### config.mk
export PLATFORM = sky130hd
export DESIGN_NAME = store_unit_flat
export DESIGN_NICKNAME = d
export VERILOG_FILES = /design/src/design/mem_stage_pkg.sv /design/src/design/dmem_if.sv /design/src/design/store_unit.sv /design/src/flat_wrapper.sv
export SDC_FILE = /design/constraint.sdc
export NUM_CORES = 1
export LEC_CHECK = 0
export BUFFER_PORTS_ARGS = -buffer_cell sky130_fd_sc_hd__buf_2
export CORE_AREA = 5 5 122 124
export DETAILED_ROUTE_END_ITERATION = 16
export DIE_AREA = 0 0 127 129
export PLACE_DENSITY_LB_ADDON = 0.12
export SETUP_SLACK_MARGIN = 0.15
export SYNTH_ARGS = -nofsm -noshare
export SYNTH_HDL_FRONTEND = slang
export SYNTH_SLANG_ARGS = --single-unit
### constraint.sdc
create_clock -name vclk -period 3.6
set_input_delay 0.54 -clock vclk [all_inputs]
set_output_delay 0.54 -clock vclk [all_outputs]
set_load 0.05 [all_outputs]
### src/design/mem_stage_pkg.sv
// shared widths, types, op enum and data RAM sizing for the memory stage, used by scoped names
package mem_stage_pkg;

    // ************************************************************
    // widths and field positions
    // ************************************************************
    localparam int XLEN          = 64;  // data and address width
    localparam int BYTE_OFS_BITS = 3;   // byte select within a doubleword
    localparam int RD_LSB        = 7;   // inst[11:7]
    localparam int RS2_LSB       = 20;  // inst[24:20]

    // data RAM geometry
    localparam int DMEM_WORDS    = 256; // depth in 64-bit words
    localparam int DMEM_IDX_BITS = 8;   // word index, addr bits above the byte offset

    // ************************************************************
    // types
    // ************************************************************
    typedef logic [XLEN-1:0] xlen_t;    // data / address word
    typedef logic [31:0]     inst_t;    // raw instruction
    typedef logic [4:0]      reg_id_t;  // gpr number
    typedef logic [7:0]      wmask_t;   // one bit per byte lane

    // what the stage does with the item
    typedef enum logic [3:0] {
        op_none, // bubble or no mem / wb work
        op_alu,  // write alu result
        op_link, // jal / jalr, write pc + 4
        op_csr,  // csr read value arrives on src2
        op_lb,
        op_lh,
        op_lw,
        op_ld,
        op_lbu,
        op_lhu,
        op_lwu,
        op_sb,
        op_sh,
        op_sw,
        op_sd
    } mem_op_e;

endpackage

### src/design/dmem_if.sv
// bundle between the store/load logic and the data RAM, one modport per side
`timescale 1ns/1ps

interface dmem_if;

    // write side, from the store unit
    logic [mem_stage_pkg::DMEM_IDX_BITS-1:0] widx;  // word index
    logic                                    wen;   // one-cycle write strobe
    mem_stage_pkg::wmask_t                   wmask; // byte lanes to update
    mem_stage_pkg::xlen_t                    wdata; // lane-aligned store word

    // read side, async
    logic [mem_stage_pkg::DMEM_IDX_BITS-1:0] ridx;
    mem_stage_pkg::xlen_t                    rdata;

    modport store_mp (
        output widx, wen, wmask, wdata
    );

    modport load_mp (
        output ridx,
        input  rdata
    );

    modport ram_mp (
        input  widx, wen, wmask, wdata, ridx,
        output rdata
    );

endinterface

### src/design/store_unit.sv
// store path: rs2 forwarding from writeback, then byte lane alignment and mask for the RAM
`timescale 1ns/1ps

module store_unit (
    input  logic                   q_valid,
    input  mem_stage_pkg::mem_op_e q_op,
    input  mem_stage_pkg::inst_t   q_inst,
    input  mem_stage_pkg::xlen_t   q_alu,    // effective address
    input  mem_stage_pkg::xlen_t   q_src2,
    input  logic                   leaving,  // item retires this edge
    input  logic                   wb_wen,
    input  mem_stage_pkg::reg_id_t wb_rd,
    input  mem_stage_pkg::xlen_t   wb_wdata,
    dmem_if.store_mp               dmem
);

    logic                                    is_store;
    logic                                    fwd_hit;
    mem_stage_pkg::reg_id_t                  rs2;
    mem_stage_pkg::xlen_t                    st_src;    // data after forwarding
    mem_stage_pkg::xlen_t                    lane;      // sized data at byte 0
    mem_stage_pkg::wmask_t                   size_mask; // mask at byte 0
    logic [mem_stage_pkg::BYTE_OFS_BITS-1:0] byte_ofs;

    assign is_store = (q_op == mem_stage_pkg::op_sb) || (q_op == mem_stage_pkg::op_sh) ||
                      (q_op == mem_stage_pkg::op_sw) || (q_op == mem_stage_pkg::op_sd);

    // ************************************************************
    // forwarding from wb
    // ************************************************************
    assign rs2     = q_inst[mem_stage_pkg::RS2_LSB +: 5];
    assign fwd_hit = is_store && wb_wen && (wb_rd == rs2) && (rs2 != '0); // x0 never forwards
    assign st_src  = fwd_hit ? wb_wdata : q_src2;

    // ************************************************************
    // size select, then shift to the byte offset
    // ************************************************************
    always_comb begin
        lane      = '0;
        size_mask = '0;
        case (q_op)
            mem_stage_pkg::op_sb: begin
                lane      = mem_stage_pkg::xlen_t'(st_src[7:0]);
                size_mask = 8'h01;
            end
            mem_stage_pkg::op_sh: begin
                lane      = mem_stage_pkg::xlen_t'(st_src[15:0]);
                size_mask = 8'h03;
            end
            mem_stage_pkg::op_sw: begin
                lane      = mem_stage_pkg::xlen_t'(st_src[31:0]);
                size_mask = 8'h0f;
            end
            mem_stage_pkg::op_sd: begin
                lane      = st_src;
                size_mask = 8'hff;
            end
            default: ; // not a store, nothing enabled
        endcase
    end

    assign byte_ofs   = q_alu[mem_stage_pkg::BYTE_OFS_BITS-1:0]; // aligned by contract
    assign dmem.widx  = q_alu[mem_stage_pkg::BYTE_OFS_BITS +: mem_stage_pkg::DMEM_IDX_BITS];
    assign dmem.wdata = lane << {byte_ofs, 3'b000};  // bytes to bits
    assign dmem.wmask = size_mask << byte_ofs;
    assign dmem.wen   = q_valid && is_store && leaving; // once per store, even if stalled

endmodule

### src/flat_wrapper.sv
// flat-port wrapper written by rule: the top's interface ports become plain ports
module store_unit_flat 
  (q_valid, q_op, q_inst, q_alu, q_src2, leaving, wb_wen, wb_rd, wb_wdata, dmem_widx, dmem_wen, dmem_wmask, dmem_wdata);
  dmem_if dmem_i ();
  input  logic q_valid;
  input  mem_stage_pkg::mem_op_e q_op;
  input  mem_stage_pkg::inst_t q_inst;
  input  mem_stage_pkg::xlen_t q_alu;
  input  mem_stage_pkg::xlen_t q_src2;
  input  logic leaving;
  input  logic wb_wen;
  input  mem_stage_pkg::reg_id_t wb_rd;
  input  mem_stage_pkg::xlen_t wb_wdata;
  output wire logic [$bits(dmem_i.widx)-1:0] dmem_widx;
  output wire logic [$bits(dmem_i.wen)-1:0] dmem_wen;
  output wire logic [$bits(dmem_i.wmask)-1:0] dmem_wmask;
  output wire logic [$bits(dmem_i.wdata)-1:0] dmem_wdata;
  assign dmem_widx = dmem_i.widx;
  assign dmem_wen = dmem_i.wen;
  assign dmem_wmask = dmem_i.wmask;
  assign dmem_wdata = dmem_i.wdata;
  store_unit u_core (.q_valid(q_valid), .q_op(q_op), .q_inst(q_inst), .q_alu(q_alu), .q_src2(q_src2), .leaving(leaving), .wb_wen(wb_wen), .wb_rd(wb_rd), .wb_wdata(wb_wdata), .dmem(dmem_i));
endmodule
=== Yosys cells after proc, flatten, opt, wreduce, memory -nomap -nowiden ===
Index checks and enable logic that the tools add are counted.

* $add $sub $neg: 0
* Multiply operators: 0
* Divide/modulo/power cells: 0
* $lt $le $gt $ge: 0
* Equal/unequal tests: 5
* Shift-type cells: 2
* Muxes and demuxes: 3
* Bitwise gates (word level): 0
* Reductions and logical operators: 9

{| class="wikitable"
|+ Operators with widths
! kind !! count
|-
| $pmux 64 s4 || 1
|-
| $mux 64 || 1
|-
| $shl 64x6->64 || 1
|-
| $pmux 8 s4 || 1
|-
| $eq 4x4->1 const B || 4
|-
| $shl 8x3->8 || 1
|-
| $eq 5x5->1 || 1
|-
| $logic_and 1x1->1 || 5
|-
| $reduce_bool 5->1 || 1
|-
| $logic_or 1x1->1 || 3
|}

* Flip-flop bits (word level): 0
* Bits in latches: 0
* Memory bits (writable): 0
* Memory bits (read-only): 0
* Bits of input ports: 236
* Output and inout port bits: 81
* Memories: 0

=== Depth between registers and ports, before layout ===
* Word-level depth: 10
* Gate-level depth with buffers: 11
* Depth with buffers taken out: 7

=== Worst setup path after synthesis ===
OpenSTA, ideal clock, no wires.

* Kind: input-to-output
* Start point: input q_op[1]
* End point: output dmem_wdata[48]
* Data arrival time: 3.081 ns
* Required time: 3.060 ns
* Setup slack: -0.021 ns
* Stages: 11
* Buffers on the path: 4
* Cell sequence: buf_2 > a21bo_2 > a21boi_4 > and4_1 > buf_6 > buf_6 > buf_4 > nand2_1 > a21oi_1 > o22ai_1 > o21ai_0

* Longest elaborated chain between the ends: 10

{| class="wikitable"
|+ Ends and longest elaborated chain
! what !! RTL line !! source
|-
| start, declared || flat_wrapper.sv:6 || <nowiki>input mem_stage_pkg::mem_op_e q_op;</nowiki>
|-
| $eq 4x4->1 || store_unit.sv:25, store_unit.sv:41 ||
|-
| $logic_or 1x1->1 (2 in series) || store_unit.sv:25 || <nowiki>assign is_store = (q_op == mem_stage_pkg::op_sb) || (q_op == mem_stage_pkg::op_sh) ||</nowiki>
|-
| $logic_or 1x1->1 || store_unit.sv:26 || <nowiki>(q_op == mem_stage_pkg::op_sw) || (q_op == mem_stage_pkg::op_sd);</nowiki>
|-
| $logic_and 1x1->1 (3 in series) || store_unit.sv:32 || <nowiki>assign fwd_hit = is_store && wb_wen && (wb_rd == rs2) && (rs2 != '0);</nowiki>
|-
| $mux 64 || store_unit.sv:33 || <nowiki>assign st_src = fwd_hit ? wb_wdata : q_src2;</nowiki>
|-
| $pmux 64 s4 * || store_unit.sv:41 || <nowiki>case (q_op)</nowiki>
|-
| $shl 64x6->64 * || store_unit.sv:64 || <nowiki>assign dmem.wdata = lane << {byte_ofs, 3'b000};</nowiki>
|-
| end, declared || flat_wrapper.sv:17 || <nowiki>output wire logic [$bits(dmem_i.wdata)-1:0] dmem_wdata;</nowiki>
|}

Every way passes the cells marked *; elsewhere a longest branch is shown, timed or not.

=== Worst setup path after layout ===
* Start point: input q_alu[0]
* End point: output dmem_wdata[48]

* Longest elaborated chain between the ends: 1

{| class="wikitable"
|+ Ends and longest elaborated chain
! what !! RTL line !! source
|-
| start, declared || flat_wrapper.sv:8 || <nowiki>input mem_stage_pkg::xlen_t q_alu;</nowiki>
|-
| $shl 64x6->64 || store_unit.sv:64 ||
|}

No other way between the ends.

==> summary.txt <==
Floorplan
  • Row count: 43
  • Initial Util: 23.9%
  • Chip Width: 127 um
  • Die area: 16,400 um2
  • Die height: 129 um
  • Boundary Pins: 317
  • Area of the core: 13,700 um2

Critical path
  • Crit path kind: in -> out
  • Worst path required time: 3.06 ns
  • Arr. time, crit path: 2.84 ns
  • Setup crit start kind: primary input
  • Worst Path Max Fanout: 28
  • Critical path capture point type: output port

Drt
  • Via count: 4,857
  • Initial DRC count: 385
  • Post-route ant nets: 0
  • DRC: 0
  • DRT Wirelength: 18,600 um
  • Routed length per instance: 21.7 um
  • First-pass iteration count of the detailed router: 5
  • Vias per inst: 5.67

STA
  • RSZ-0062 raised after global routing: no
  • Max Clk Rate: 0.296 GHz
  • Final Setup Violations: 0
  • Final min period: 3.38 ns
  • Rel. slew slack: 57.4%
  • Final Cycle Share: 93.8%
  • Min Hold Slack: 1.08 ns
  • Max Slew Vio Count: 0
  • Final hold violation count: 0
  • TNS Setup: 0 ns
  • Slew @ Worst Pin: 0.638 ns

GRT
  • GRT Resource Usage Total: 20.9%
  • Vias in the first global route: 4,916
  • GRT overflow: 0
  • Largest net degree at the start of global routing: 40
  • Initial antenna violation count: 1
  • Wire length of the first global-routing pass: 27,400 um

Layout
  • Most frequent cells in the layout: 221 x buf_2, 64 x mux2i_1, 53 x nand2_1
  • Commonest non-fill, non-tap cell in the layout: buf_2
  • Post-layout nets: 914
  • Layout cells sized above 1: 40.8%
  • Area Growth Syn to Fin: 39.4%
  • Final Non-Filler Cells: 857
  • Clock buf count: 0
  • Seq cells: 0
  • Register area: 0 um2

Yosys
  • Synth cell types: 60
  • Synth top area share: 19.6%
  • Ys Warns: 0
  • Synth area leaders: mux2i_1 20%, nand2_1 6.1%, nor2_1 5.6%
  • Cell taking the most area after synthesis: mux2i_1
  • Avg Cell Area, Syn: 6.73 um2
  • Syn_nets: 721
  • Cells after Synth: 485
  • Mapped cell area: 3260 um2
  • Sequential cell area fraction in the yosys report: 0%

Placed design
  • Half-perimeter wire length after placement: 14,800 um
  • GPL Wtd Cong: 0.862
  • Placed Cells: 854
  • PortBufs: 221

Worst hold path
  • Hold Path Cell Cnt: 0
  • Hold path start: q_alu[7]
  • Hold worst-path end: dmem_widx[4]
  • HP Class: in -> out

Power and ir drop
  • PwrDens: 117 nW/um2
  • Pleak: 2.36 nW
  • Worst IR Drop VDD: 48.7 uV

Clocking
  • # hold bufs at CTS: 0

Run status
  • Status: complete, no violations

Run
  • Max_cap viols: 0
## critical path: stages
cell and delay (ns):
buf_2 0.27, buf_4 0.46, nand4_1 0.61, o22ai_1 0.46, nor2_1 0.08, o21ai_1 0.11, buf_2 0.29
## logic make-up after synthesis
group	synth area share (%)
and+or+nand+nor	27.6
AOI/OAI and AO/OA	39.3
muxes	21.3
buffers and inverters	10.4
xor gates and xnor gates	1.34
## per-layer routing
layer	vias up	part of all wire [%]	track usage [%]	wire, um
met5	-	0	0	0
li1	2262	-	-	-
met4	0	2.3	4.73	433
met1	2279	41	26.8	7660
met2	280	48	36.7	8830
met3	36	8.9	3.74	1660
## where the power goes
part,total (mW),internal [mW],switching [mW]
logic,0.534,0.184,0.350
registers,0,0,0
clock network,0.0000000373,0.0000000373,0
## synth_stat cells, drive strengths merged, types with 3 or more instances
cell type	n
a2bb2oi	4
nand2	53
nand3	12
a211o	4
clkbuf	31
a221o	14
and2	16
a21o	3
mux2i	64
xor2	4
nor3	6
nand2b	3
a21boi	4
a22oi	5
nor2b	5
o22ai	21
mux2	5
o31ai	3
nor3b	7
a32oi	8
and3	11
o2bb2ai	6
a221oi	17
buf	30
inv	3
a21oi	31
a211oi	3
nand4	7
o221ai	4
a31oi	13
o32ai	5
o21ai	13
nor2	49
## final cells by class
cell class                      count  area (um2)
Antenna cell                        1        2.50
Fill cell                        1570        9120
Inverter                            3        11.3
Multi-Input combinational cell    421        2930
Tap cell                          180         225
Timing Repair Buffer              252        1380
## repair_timing
item / CTS / global route
endpoints found under the hold margin: 0 / 0
gates resized for setup: 0 / 1
endpoints found under the setup margin: 0 / 24
setup buffers: 0 / 2
## per-stage QoR
step | cell area, um2 | utilization (%) | setup WS, ns | power (mW)
2_1_floorplan | 3260 | - | 0.245 | 0.342
3_3_place_gp | 4530 | 33.1 | 0.174 | 0.526
3_5_place_dp | 4530 | 33.1 | 0.172 | 0.528
4_1_cts | 4530 | 33.1 | 0.170 | 0.531
5_1_grt | 4550 | 33.3 | 0.167 | 0.571
6_report | 4550 | 33.3 | 0.222 | 0.534
## worst max-delay path by stage
stage,from,depth (start not counted),endpoint
3_3_place_gp,q_op[2],10,dmem_wdata[43]
3_5_place_dp,q_op[2],10,dmem_wdata[43]
5_1_grt,q_op[2],10,dmem_wdata[54]
4_1_cts,q_op[2],10,dmem_wdata[43]
2_1_floorplan,q_op[1],10,dmem_wdata[61]
6_report,q_alu[0],7,dmem_wdata[48]
No activity file was read; power rests on OpenSTA's default activity.
