===== config.mk =====
export PLATFORM = sky130hd
export DESIGN_NAME = wb_select
export DESIGN_NICKNAME = d
export VERILOG_FILES = /design/src/design/mem_stage_pkg.sv /design/src/design/wb_select.sv
export SDC_FILE = /design/constraint.sdc
export NUM_CORES = 1
export LEC_CHECK = 0
export BUFFER_PORTS_ARGS = -buffer_cell sky130_fd_sc_hd__buf_2
export CAP_MARGIN = 20
export CORE_AREA = 8 8 135 137
export DETAILED_ROUTE_END_ITERATION = 12
export DIE_AREA = 0 0 143 145
export SKIP_LAST_GASP = 1
export SYNTH_ARGS = -nofsm -noshare
export SYNTH_HDL_FRONTEND = slang
export SYNTH_SLANG_ARGS = --single-unit

===== constraint.sdc =====
create_clock -name vclk -period 3.35
set_clock_uncertainty 0.15 [all_clocks]
set_input_delay 0.1675 -clock vclk [all_inputs]
set_output_delay 0.1675 -clock vclk [all_outputs]
set_load 0.005 [all_outputs]

===== src/design/mem_stage_pkg.sv =====
// shared widths, types, op enum and data RAM sizing for the memory stage, used by scoped names
package mem_stage_pkg;

    // ************************************************************
    // widths and field positions
    // ************************************************************
    localparam int XLEN          = 64;  // data and address width
    localparam int BYTE_OFS_BITS = 3;   // byte select within a doubleword
    localparam int RD_LSB        = 7;   // inst[11:7]
    localparam int RS2_LSB       = 20;  // inst[24:20]

    // data RAM geometry
    localparam int DMEM_WORDS    = 256; // depth in 64-bit words
    localparam int DMEM_IDX_BITS = 8;   // word index, addr bits above the byte offset

    // ************************************************************
    // types
    // ************************************************************
    typedef logic [XLEN-1:0] xlen_t;    // data / address word
    typedef logic [31:0]     inst_t;    // raw instruction
    typedef logic [4:0]      reg_id_t;  // gpr number
    typedef logic [7:0]      wmask_t;   // one bit per byte lane

    // what the stage does with the item
    typedef enum logic [3:0] {
        op_none, // bubble or no mem / wb work
        op_alu,  // write alu result
        op_link, // jal / jalr, write pc + 4
        op_csr,  // csr read value arrives on src2
        op_lb,
        op_lh,
        op_lw,
        op_ld,
        op_lbu,
        op_lhu,
        op_lwu,
        op_sb,
        op_sh,
        op_sw,
        op_sd
    } mem_op_e;

endpackage


===== src/design/wb_select.sv =====
// register writeback select: enable, rd and value from alu, pc + 4, csr src2 or load data
`timescale 1ns/1ps

module wb_select (
    input  logic                   q_valid,
    input  mem_stage_pkg::mem_op_e q_op,
    input  mem_stage_pkg::inst_t   q_inst,
    input  mem_stage_pkg::xlen_t   q_pc,
    input  mem_stage_pkg::xlen_t   q_alu,
    input  mem_stage_pkg::xlen_t   q_src2,
    input  mem_stage_pkg::xlen_t   load_data,
    output logic                   reg_wr_wen,
    output mem_stage_pkg::reg_id_t reg_wr_id,
    output mem_stage_pkg::xlen_t   reg_wr_value
);

    logic                 writes; // op class writes a gpr
    mem_stage_pkg::xlen_t value;

    always_comb begin
        writes = 1'b1;
        case (q_op)
            mem_stage_pkg::op_alu:  value = q_alu;
            mem_stage_pkg::op_link: value = q_pc + mem_stage_pkg::xlen_t'(4); // return addr
            mem_stage_pkg::op_csr:  value = q_src2;                          // old csr value
            mem_stage_pkg::op_lb, mem_stage_pkg::op_lh, mem_stage_pkg::op_lw,
            mem_stage_pkg::op_ld, mem_stage_pkg::op_lbu, mem_stage_pkg::op_lhu,
            mem_stage_pkg::op_lwu:  value = load_data;
            default: begin
                writes = 1'b0;   // stores and op_none
                value  = '0;
            end
        endcase
    end

    // ************************************************************
    // outputs zeroed for bubbles and non-writers
    // ************************************************************
    assign reg_wr_wen   = q_valid && writes;
    assign reg_wr_id    = reg_wr_wen ? q_inst[mem_stage_pkg::RD_LSB +: 5] : '0;
    assign reg_wr_value = reg_wr_wen ? value : '0;

endmodule


* After elaboration in Yosys (flattened, before gate mapping)
Cells that the tools add are included.
Storage, ports and cells: register bits 0, output and inout bits 70, input bits 293
Operators by class: $add $sub $neg 1, equal/unequal tests 10, reductions and logical operators 3, muxes and demuxes 4
Operators by type and width (number):
- one-hot mux 64 bit (4 select lines) | 1
- adder 64 x 3 -> 64 bit (second input constant) | 1
- two-way mux 64 bit | 1
- == test 4 x 3 -> 1 bit (second input constant) | 4
- == test 4 bit (second input constant) | 3
- OR reduction 10 bit | 1
- == test 4 x 2 -> 1 bit (second input constant) | 2
- OR reduction 7 bit | 1
- two-way mux 5 bit | 1
- == test 4 x 1 -> 1 bit (second input constant) | 1
- logical AND 1 bit | 1
- two-way mux 1 bit | 1

* Longest topological paths before layout
Gate-level depths: netlist of the first run.
depth in word-level cells 5, mapped depth 8

* Worst setup path before layout of the first run
Ideal clock, no wire load.
path type input -> output, from input q_pc[2], to output reg_wr_value[52], cell stages on the path 7, arrival 1.729 ns, slack 1.303 ns, cell sequence ha_1 > nand4_1 > nor4_4 > nand4_1 > o31a_2 > o21ai_0 > a21oi_1
Between the ends: word-level cells in the longest chain between the ends 3
Ends and longest elaborated chain:
- from (decl) | line wb_select.sv:8 | input mem_stage_pkg::xlen_t q_pc,
- adder 64 x 3 -> 64 bit | line wb_select.sv:24 | mem_stage_pkg::op_link: value = q_pc + mem_stage_pkg::xlen_t'(4);
- one-hot mux 64 bit (4 select lines) | line wb_select.sv:22 | case (q_op)
- two-way mux 64 bit | line wb_select.sv:41 | assign reg_wr_value = reg_wr_wen ? value : '0;
- to (decl) | line wb_select.sv:14 | output mem_stage_pkg::xlen_t reg_wr_value
Every way passes these cells.

* Final worst setup path of the first run
from input q_pc[2], to output reg_wr_value[46]
The elaborated chain is that of the path after synthesis.

==> reports/metrics.yaml, run 1 <==
worst_hold_path:
  holdPathStages: 3
  hold_path_class: "in -> out"
  hp-start: "q_inst[8]"
clock_tree:
  post-cts-setup-buffer-count: 0
  cts_resized: 0
  hold_buffers: 0
power_and_ir_drop:
  power_density_nw_per_um2: 102.9
  power_uw: 492.9
  peakVddDrop_mv: 0.03998
  leakage_uw: 0.002162
floorplan:
  std_cell_rows: 47
  die_x_um: 143
  dieArea_um2: 20740
  core-area_um2: 16170
  start_util_pct: 17.62
  io_pins: 363
  die_y_um: 145
sta:
  worst_slew_pin_slew_ns: 0.7531
  max_freq_ghz: 0.3752
  hold_viol: 0
  fin_crit_sh_pct: 79.57
  grt_setup_unrepaired: "false"
  relSlewSlack_pct: 49.79
  holdWs_ns: 0.4560
  setup_violations: 0
  min_period_ns: 2.666
  tns_ns: 0
  drv_slew: 0
synth:
  synth_top_family_by_area: "compound AO/OA/AOI/OAI gates"
  synthCells: 428
  synth_compound_area_share_pct: 39.64
  synthTopCellsByCount: "a222oi_1, nand2_1, a21oi_1, clkbuf_1, nand3_1"
  syn_avg_cell_area_um2: 6.659
  synth_most_common_cell: "a222oi_1"
  post-synth-top-area-cell: "a222oi_1"
  netlist_area_um2: 2850
  synth_top_cell_area_share_pct: 22.12
  synth-adder-area-share_pct: 0.4390
  yosysWarningCount: 0
  ys_seq_area_share_pct: 0
  synthMuxAreaShare_pct: 1.097
  synth-simple-area-share_pct: 37.93
  synthDistinctLibCells: 44
  synth.area.top_cells: "a222oi_1, xnor2_1, xor2_1, nand2_1, a21oi_1"
  synth_xor_area_share_pct: 14.75
  synth.net_count: 722
worst_setup_path:
  cp_common_cell: "buf_2"
  path_max_fanout: 5
  critPathLaunchType: "input port"
  cp_slowest_cell: "nor3_1"
  critPathMaxStageDelay_ns: 0.43
  worst_setup_path_end_kind: "primary output"
  cp.required_ns: 3.03
  arrival_ns: 2.35
  critPathLaunch: "q_pc[2]"
  crit_chain: "buf_2 -> ha_1 -> nand4_1 -> nor3_1 -> nand3_1 -> nor4_1 -> o21ai_0 -> a21oi_1 -> buf_2"
  crit_type: "in -> out"
final_layout:
  utilization_pct: 29.62
  drive_above_1_share_pct: 50.27
  seqCellArea_um2: 0
  final_nets: 1038
  fin_cells: 966
  multiInputGateArea_um2: 2691
  seq_cells: 0
  nClkBuffers: 0
  layout-area-overhead-vs-synth_pct: 68.04
  nFillCells: 1787
drt:
  num_vias: 4985
  via_per_inst: 5.160
  first_iter_violations: 588
  ant_nets: 0
  wl_um: 20120
  firstDrtPassIters: 9
  avgRoutedWirePerCell_um: 20.83
  drc: 0
global_route:
  grt_pass1_vias: 5002
  grt_pass1_wl_um: 29330
  antenna_found_initial: 5
  grt_max_degree: 65
  grtUsageTotal_pct: 17.66
  grt_remaining_overflow: 0
place:
  dp_hpwl_um: 17320
  io_buffers: 336
  dp.cells: 962
  place_congestion: 0.8841
run_status:
  outcome: "complete, no violations"
job:
  drv_cap: 0
## layer usage
metal  up-vias  share of wire (%)  global-route usage, %
li1       2411                  -                      -
met1      2280                 40                  21.09
met2       282                 49                  31.81
met3        10                9.9                  4.003
met4         2               0.46                  2.392
met5         -              0.065                      0
## final timing paths
kind | endpoint
worst max-delay path | reg_wr_value[46]
worst min-delay path | reg_wr_id[1]
## worst max-delay path, delay by kind of cell
family | cells | cell delay (ns)
compound gates | 2 | 0.41
simple gates | 4 | 1.30
fa+ha+maj | 1 | 0.21
buf+inv | 2 | 0.25
## cell type report
cell class                 count  share of cell area [%]
timing repair buffer         350                   37.30
antenna                        4                  0.2090
tap                          220                   5.747
inverter                       7                  0.5486
multi-input combinational    385                   56.19
## power by group
part / internal [µW] / leakage [µW] / switching (µW)
sequential: 0 / 0 / 0
combinational: 242 / 0.00216 / 251
clock: 0.000160 / 0.0000000254 / 0
## cells by family (layout without fill, tap and decap cells)
group,after synthesis,after routing
simple gates,184,184
compound gates,149,149
xor+xnor,48,48
buf+inv,43,357
mux,3,3
fa+ha+maj,1,1
other cells,0,4
## through the flow
| step | instance area [µm²] | worst slack [ns] |
|---|---|---|
| 2_1_floorplan | 2850 | 1.303 |
| 3_3_place_gp | 4780 | 0.6352 |
| 3_5_place_dp | 4780 | 0.6130 |
| 4_1_cts | 4780 | 0.6023 |
| 5_1_grt | 4790 | 0.3911 |
| 6_report | 4790 | 0.6845 |
## cell usage in the layout, fill, tap and decap left out, drive strengths merged, types with 6 or more instances in the layout
cell    netlist  routed
buf           5     350
a222oi       63      63
nand2        50      50
a21oi        35      35
nand3        32      32
o22ai        27      27
xnor2        26      26
xor2         22      22
nand4        19      19
nor3         17      17
nor4         17      17
nor2         15      15
o21ai        13      13
and3          9       9
and2          9       9
inv           7       7
and4          6       6
(Power assumes the default switching activity.)
==> run 2: changes to the inputs <==
CORE_AREA = 8 8 136 138   (was 8 8 135 137)
DIE_AREA = 0 0 144 146   (was 0 0 143 145)
clock period = 2.5 ns   (was 3.35 ns; I/O delays follow)
==> reports/metrics.yaml, run 2 (synthesis gave the netlist of run 1 again) <==
worst_setup_path:
  critPathLaunchType: "input port"
  cp_slowest_cell: "or3b_4"
  worst_setup_path_end_kind: "primary output"
  critPathMaxStageDelay_ns: 0.40  # -0.03 ns
  cp_common_cell: "buf_2"
  arrival_ns: 2.07  # -0.28 ns
  path_max_fanout: 8  # +3
  cp.required_ns: 2.23  # -0.80 ns
  crit_chain: "buf_2 -> and4_4 -> or3b_4 -> or2_1 -> o31a_2 -> o21ai_1 -> a21oi_1 -> buf_2"
  crit_type: "in -> out"
drt:
  firstDrtPassIters: 9  # unchanged
  ant_nets: 0  # unchanged
  first_iter_violations: 547  # -7.0%
  avgRoutedWirePerCell_um: 20.63  # -0.97%
  drc: 0  # unchanged
  num_vias: 5039  # +1.1%
  via_per_inst: 5.116  # -0.87%
  wl_um: 20320  # +0.98%
worst_hold_path:
  whs_endpoint: "reg_wr_id[2]"
  holdPathStages: 3  # unchanged
  hold_path_class: "in -> out"
  hp-start: "q_inst[9]"
power_and_ir_drop:
  leakage_uw: 0.002261  # +4.6%
  peakVddDrop_mv: 0.06088  # +52%
  power_density_nw_per_um2: 135.6  # +32%
global_route:
  gr-usage-met1_pct: 20.97  # -0.12 points
  antenna_found_initial: 2  # -3
  grt_pass1_wl_um: 29280  # -0.14%
  grtUsageTotal_pct: 17.58  # -0.081 points
  grt_max_degree: 38  # -42%
  grt.busiest_layer: "met2"
  grt_remaining_overflow: 0  # unchanged
  grt_util_met3_pct: 3.773  # -0.23 points
  grt_pass1_vias: 5044  # +0.84%
  grt_use_met2_pct: 31.82  # about the same
run_status:
  outcome: "complete, no violations"
place:
  place_congestion: 0.9237  # +4.5%
  io_buffers: 336  # unchanged
  dp_hpwl_um: 17850  # +3.1%
  dp.cells: 978  # +1.7%
final_layout:
  nClkBuffers: 0  # unchanged
  final_common_cell: "buf_2"
  most-common-layout-cells: "buf_2, a222oi_1, nand2_1"
  seqCellArea_um2: 0  # unchanged
  nFillCells: 1819  # +1.8%
  drive_above_1_share_pct: 51.84  # +1.6 points
  seq_cells: 0  # unchanged
  final_nets: 1058  # +1.9%
  layout-area-overhead-vs-synth_pct: 74.01
  fin_cells: 985  # +2.0%
floorplan:
  start_util_pct: 17.50  # -0.13 points
  die_y_um: 146  # +0.69%
  core-area_um2: 16290  # +0.73%
  dieArea_um2: 21020  # +1.4%
  die_x_um: 144  # +0.70%
  std_cell_rows: 47  # unchanged
  io_pins: 363  # unchanged
sta:
  drv_slew: 0  # unchanged
  min_period_ns: 2.350
  holdWs_ns: 0.3692  # -0.08680 ns
  setup_violations: 0  # unchanged
  worst_slew_pin_slew_ns: 0.5460  # -0.2071 ns
  max_freq_ghz: 0.4256
  hold_viol: 0  # unchanged
  tns_ns: 0  # unchanged
  grt_setup_unrepaired: "false"
  fin_crit_sh_pct: 93.98
  relSlewSlack_pct: 63.32  # +14 points
job:
  drv_cap: 0  # unchanged
clock_tree:
  hold_buffers: 0  # unchanged
run 2: cell count changes in the layout (fill, tap and decap cells not counted):
cell,before,now
nor3_1,13,11
buf_4,14,33
nor3_2,4,6
diode_2,4,3
buf_12,0,1
run 2: power breakdown:
group	leakage, µW	switching [µW]	internal, µW
logic	0.00226	340	332
registers	0	0	0
clock network	0.0000000190	0	0.000161
run 2: final cells by class:
cell class	count	area [µm²]	share of cell area, %
multi-input cells	385	2701	54.47
repair buffers	370	1949	39.30
well taps	220	275.3	5.550
inverters	7	26.28	0.5298
diodes	3	7.507	0.1514
run 2: repair_timing:
action,in CTS,in global routing
setup endpoints to repair,1,8
pin swaps,0,4
gates cloned,0,0
setup buffers,0,4
gates resized for setup,1,1
run 2: worst max path at each step:
stage                   from               end  cells past startpoint
floorplan            q_pc[2]  reg_wr_value[52]                      7
global placement     q_pc[3]  reg_wr_value[50]                     10
detailed placement   q_pc[3]  reg_wr_value[50]                     10
CTS                  q_pc[3]  reg_wr_value[52]                     10
global route         q_pc[3]  reg_wr_value[52]                     11
finish              q_pc[44]  reg_wr_value[50]                      8
run 2: critical path: cells and delay by family:
kind	cells	cell delay [ns]
buffers and inverters	2	0.27
AND/OR/NAND/NOR	3	1.01
AO/OA/AOI/OAI	3	0.66
run 2: layer usage:
layer / vias up / part of all wire [%] / wire [µm]
met5: - / 0 / 0
met4: 0 / 1.3 / 272
met3: 18 / 10 / 2048
met2: 272 / 49 / 9945
met1: 2305 / 40 / 8051
li1: 2444 / - / -
run 2: stage by stage:
step / setup slack [ns] / area [µm²] / utilization [%] / total power, µW
6_report: 0.1505 / 4960 / 30.45 / 672.6
5_1_grt: 0.04582 / 4957 / 30.43 / 735.1
4_1_cts: -0.01132 / 4917 / 30.19 / 674.4
3_5_place_dp: -0.001456 / 4912 / 30.16 / 671.0
3_3_place_gp: 0.05252 / 4912 / 30.16 / 668.3
2_1_floorplan: 0.5384 / 2850 / - / 266.6
==> run 3: changes to the inputs <==
CELL_PAD_IN_SITES_DETAIL_PLACEMENT = 1   (was unset)
CELL_PAD_IN_SITES_GLOBAL_PLACEMENT = 1   (was unset)
PLACE_DENSITY_LB_ADDON = 0.1   (was unset)
RECOVER_POWER = 50   (was unset)
==> reports/metrics.yaml, run 3 (synthesis gave the netlist of run 1 again) <==
floorplan:
  die_y_um: 146  # unchanged
  std_cell_rows: 47  # unchanged
  die_x_um: 144  # unchanged
  io_pins: 363  # unchanged
  core-area_um2: 16290  # unchanged
  start_util_pct: 17.50  # unchanged
  dieArea_um2: 21020  # unchanged
worst_setup_path:
  cp_top_family: "simple AND/OR/NAND/NOR gates"
  cp_num_buf_inv: 3  # +1
  path_depth: 9  # +1
  worst_setup_path_end_kind: "primary output"
  cp_slowest_cell: "or3b_4"
  crit_chain: "buf_2 -> and4_4 -> or3b_4 -> or2_1 -> buf_4 -> nor4_4 -> xnor2_1 -> o22ai_1 -> buf_2"
  crit_type: "in -> out"
  cp.required_ns: 2.23  # about the same
  critPathLaunchType: "input port"
  path_max_fanout: 6  # -2
  critPathMaxStageDelay_ns: 0.41  # about the same
  cp_common_cell: "buf_2"
  arrival_ns: 2.11  # +0.04 ns
drt:
  wl_um: 21330  # +5.0%
  ant_nets: 0  # unchanged
  avgRoutedWirePerCell_um: 21.81  # +5.7%
  first_iter_violations: 373  # -32%
  via_per_inst: 5.181  # +1.3%
  firstDrtPassIters: 6  # -3
  num_vias: 5067  # +0.56%
  drc: 0  # unchanged
power_and_ir_drop:
  power_density_nw_per_um2: 136.6  # +0.73%
  peakVddDrop_mv: 0.05231  # -14%
  leakage_uw: 0.002134  # -5.6%
place:
  io_buffers: 336  # unchanged
  dp_hpwl_um: 18400  # +3.0%
  dp.cells: 973  # -0.51%
  dp_slack_ns: 0.003176  # +0.004632 ns
  place_congestion: 0.8722  # -5.6%
sta:
  tns_ns: 0  # unchanged
  fin_crit_sh_pct: 95.38  # +1.4 points
  grt_setup_unrepaired: "true"
  max_freq_ghz: 0.4194  # -1.5%
  fin_ws_ns: 0.1156  # -0.03489 ns
  drv_slew: 0  # unchanged
  hold_viol: 0  # unchanged
  min_period_ns: 2.384  # +0.03489 ns
  relSlewSlack_pct: 47.87  # -15 points
  worst_slew_pin_slew_ns: 0.7820  # +0.2359 ns
  setup_violations: 0  # unchanged
final_layout:
  most-common-layout-cells: "buf_2, a222oi_1, nand2_1"
  final_nets: 1050  # -0.76%
  seq_cells: 0  # unchanged
  nFillCells: 2156  # +19%
  final_common_cell: "buf_2"
  nClkBuffers: 0  # unchanged
  seqCellArea_um2: 0  # unchanged
  utilization_pct: 30.14  # -0.31 points
  fin_cells: 978  # -0.71%
  layout-area-overhead-vs-synth_pct: 72.26
  drive_above_1_share_pct: 48.28  # -3.6 points
global_route:
  grtUsageTotal_pct: 18.61  # +1.0 points
  antenna_found_initial: 5  # +3
  grt_pass1_vias: 5601  # +11%
  grt_max_degree: 65  # +71%
  grt_pass1_wl_um: 31500  # +7.6%
  grt_remaining_overflow: 0  # unchanged
run_status:
  outcome: "complete, no violations"
worst_hold_path:
  hold_path_class: "in -> out"
  holdPathStages: 3  # unchanged
job:
  drv_cap: 0  # unchanged
[run 3: changes by cell type in the layout (fill, tap and decap cells not counted)]
cell	delta
buf_4	-12
nor3_1	+1
buf_12	+3
nor4_2	+1
and2_0	+3
nor4_1	-1
buf_2	-23
and2_1	-3
clkbuf_2	+1
nor3_2	-1
diode_2	+1
clkbuf_1	+23
[run 3: final timing paths]
path	from	endpoint
setup / recovery	q_pc[44]	reg_wr_value[61]
hold / removal	q_inst[10]	reg_wr_id[3]
[run 3: where the power goes]
group | leakage [µW] | internal (µW) | switching, µW | total [µW]
sequential | 0 | 0 | 0 | 0
combinational | 0.00213 | 328 | 342 | 671
clock | 0.0000000254 | 0.000214 | 0 | 0.000214
total | 0.00213 | 328 | 342 | 671
[run 3: layer usage]
layer,part of all wire (%),global-route usage (%),up-vias,wire length [µm]
met5,0.061,0,-,13
met3,9.4,4.265,22,2013
met1,39,21.03,2375,8253
met4,1.7,3.787,2,365
met2,50,34.34,237,10680
li1,-,-,2431,-
[run 3: timing repair]
action                     in CTS  in global routing
hold endpoints to repair        0                  0
buffers inserted                0                  1
setup endpoints to repair       1                  8
pin swaps                       0                  3
hold buffers                    0                  0
gates resized for setup         1                  1
[run 3: stage by stage]
| stage | total power (µW) | hold WS [ns] | instance area [µm²] |
|---|---|---|---|
| floorplan | 266.6 | 0.1956 | 2850 |
| global placement | 670.7 | 0.3720 | 4912 |
| finish | 670.7 | 0.3777 | 4910 |
| CTS | 683.3 | 0.3734 | 4917 |
| global route | 734.0 | 0.3956 | 4910 |
| detailed placement | 680.4 | 0.3729 | 4912 |
[run 3: final cells by class]
type               instances  area, µm²  share of cell area (%)
diodes                     4      10.01                  0.2039
well taps                220      275.3                   5.607
multi-input cells        385       2703                   55.05
repair buffers           362       1896                   38.61
inverters                  7      26.28                  0.5352
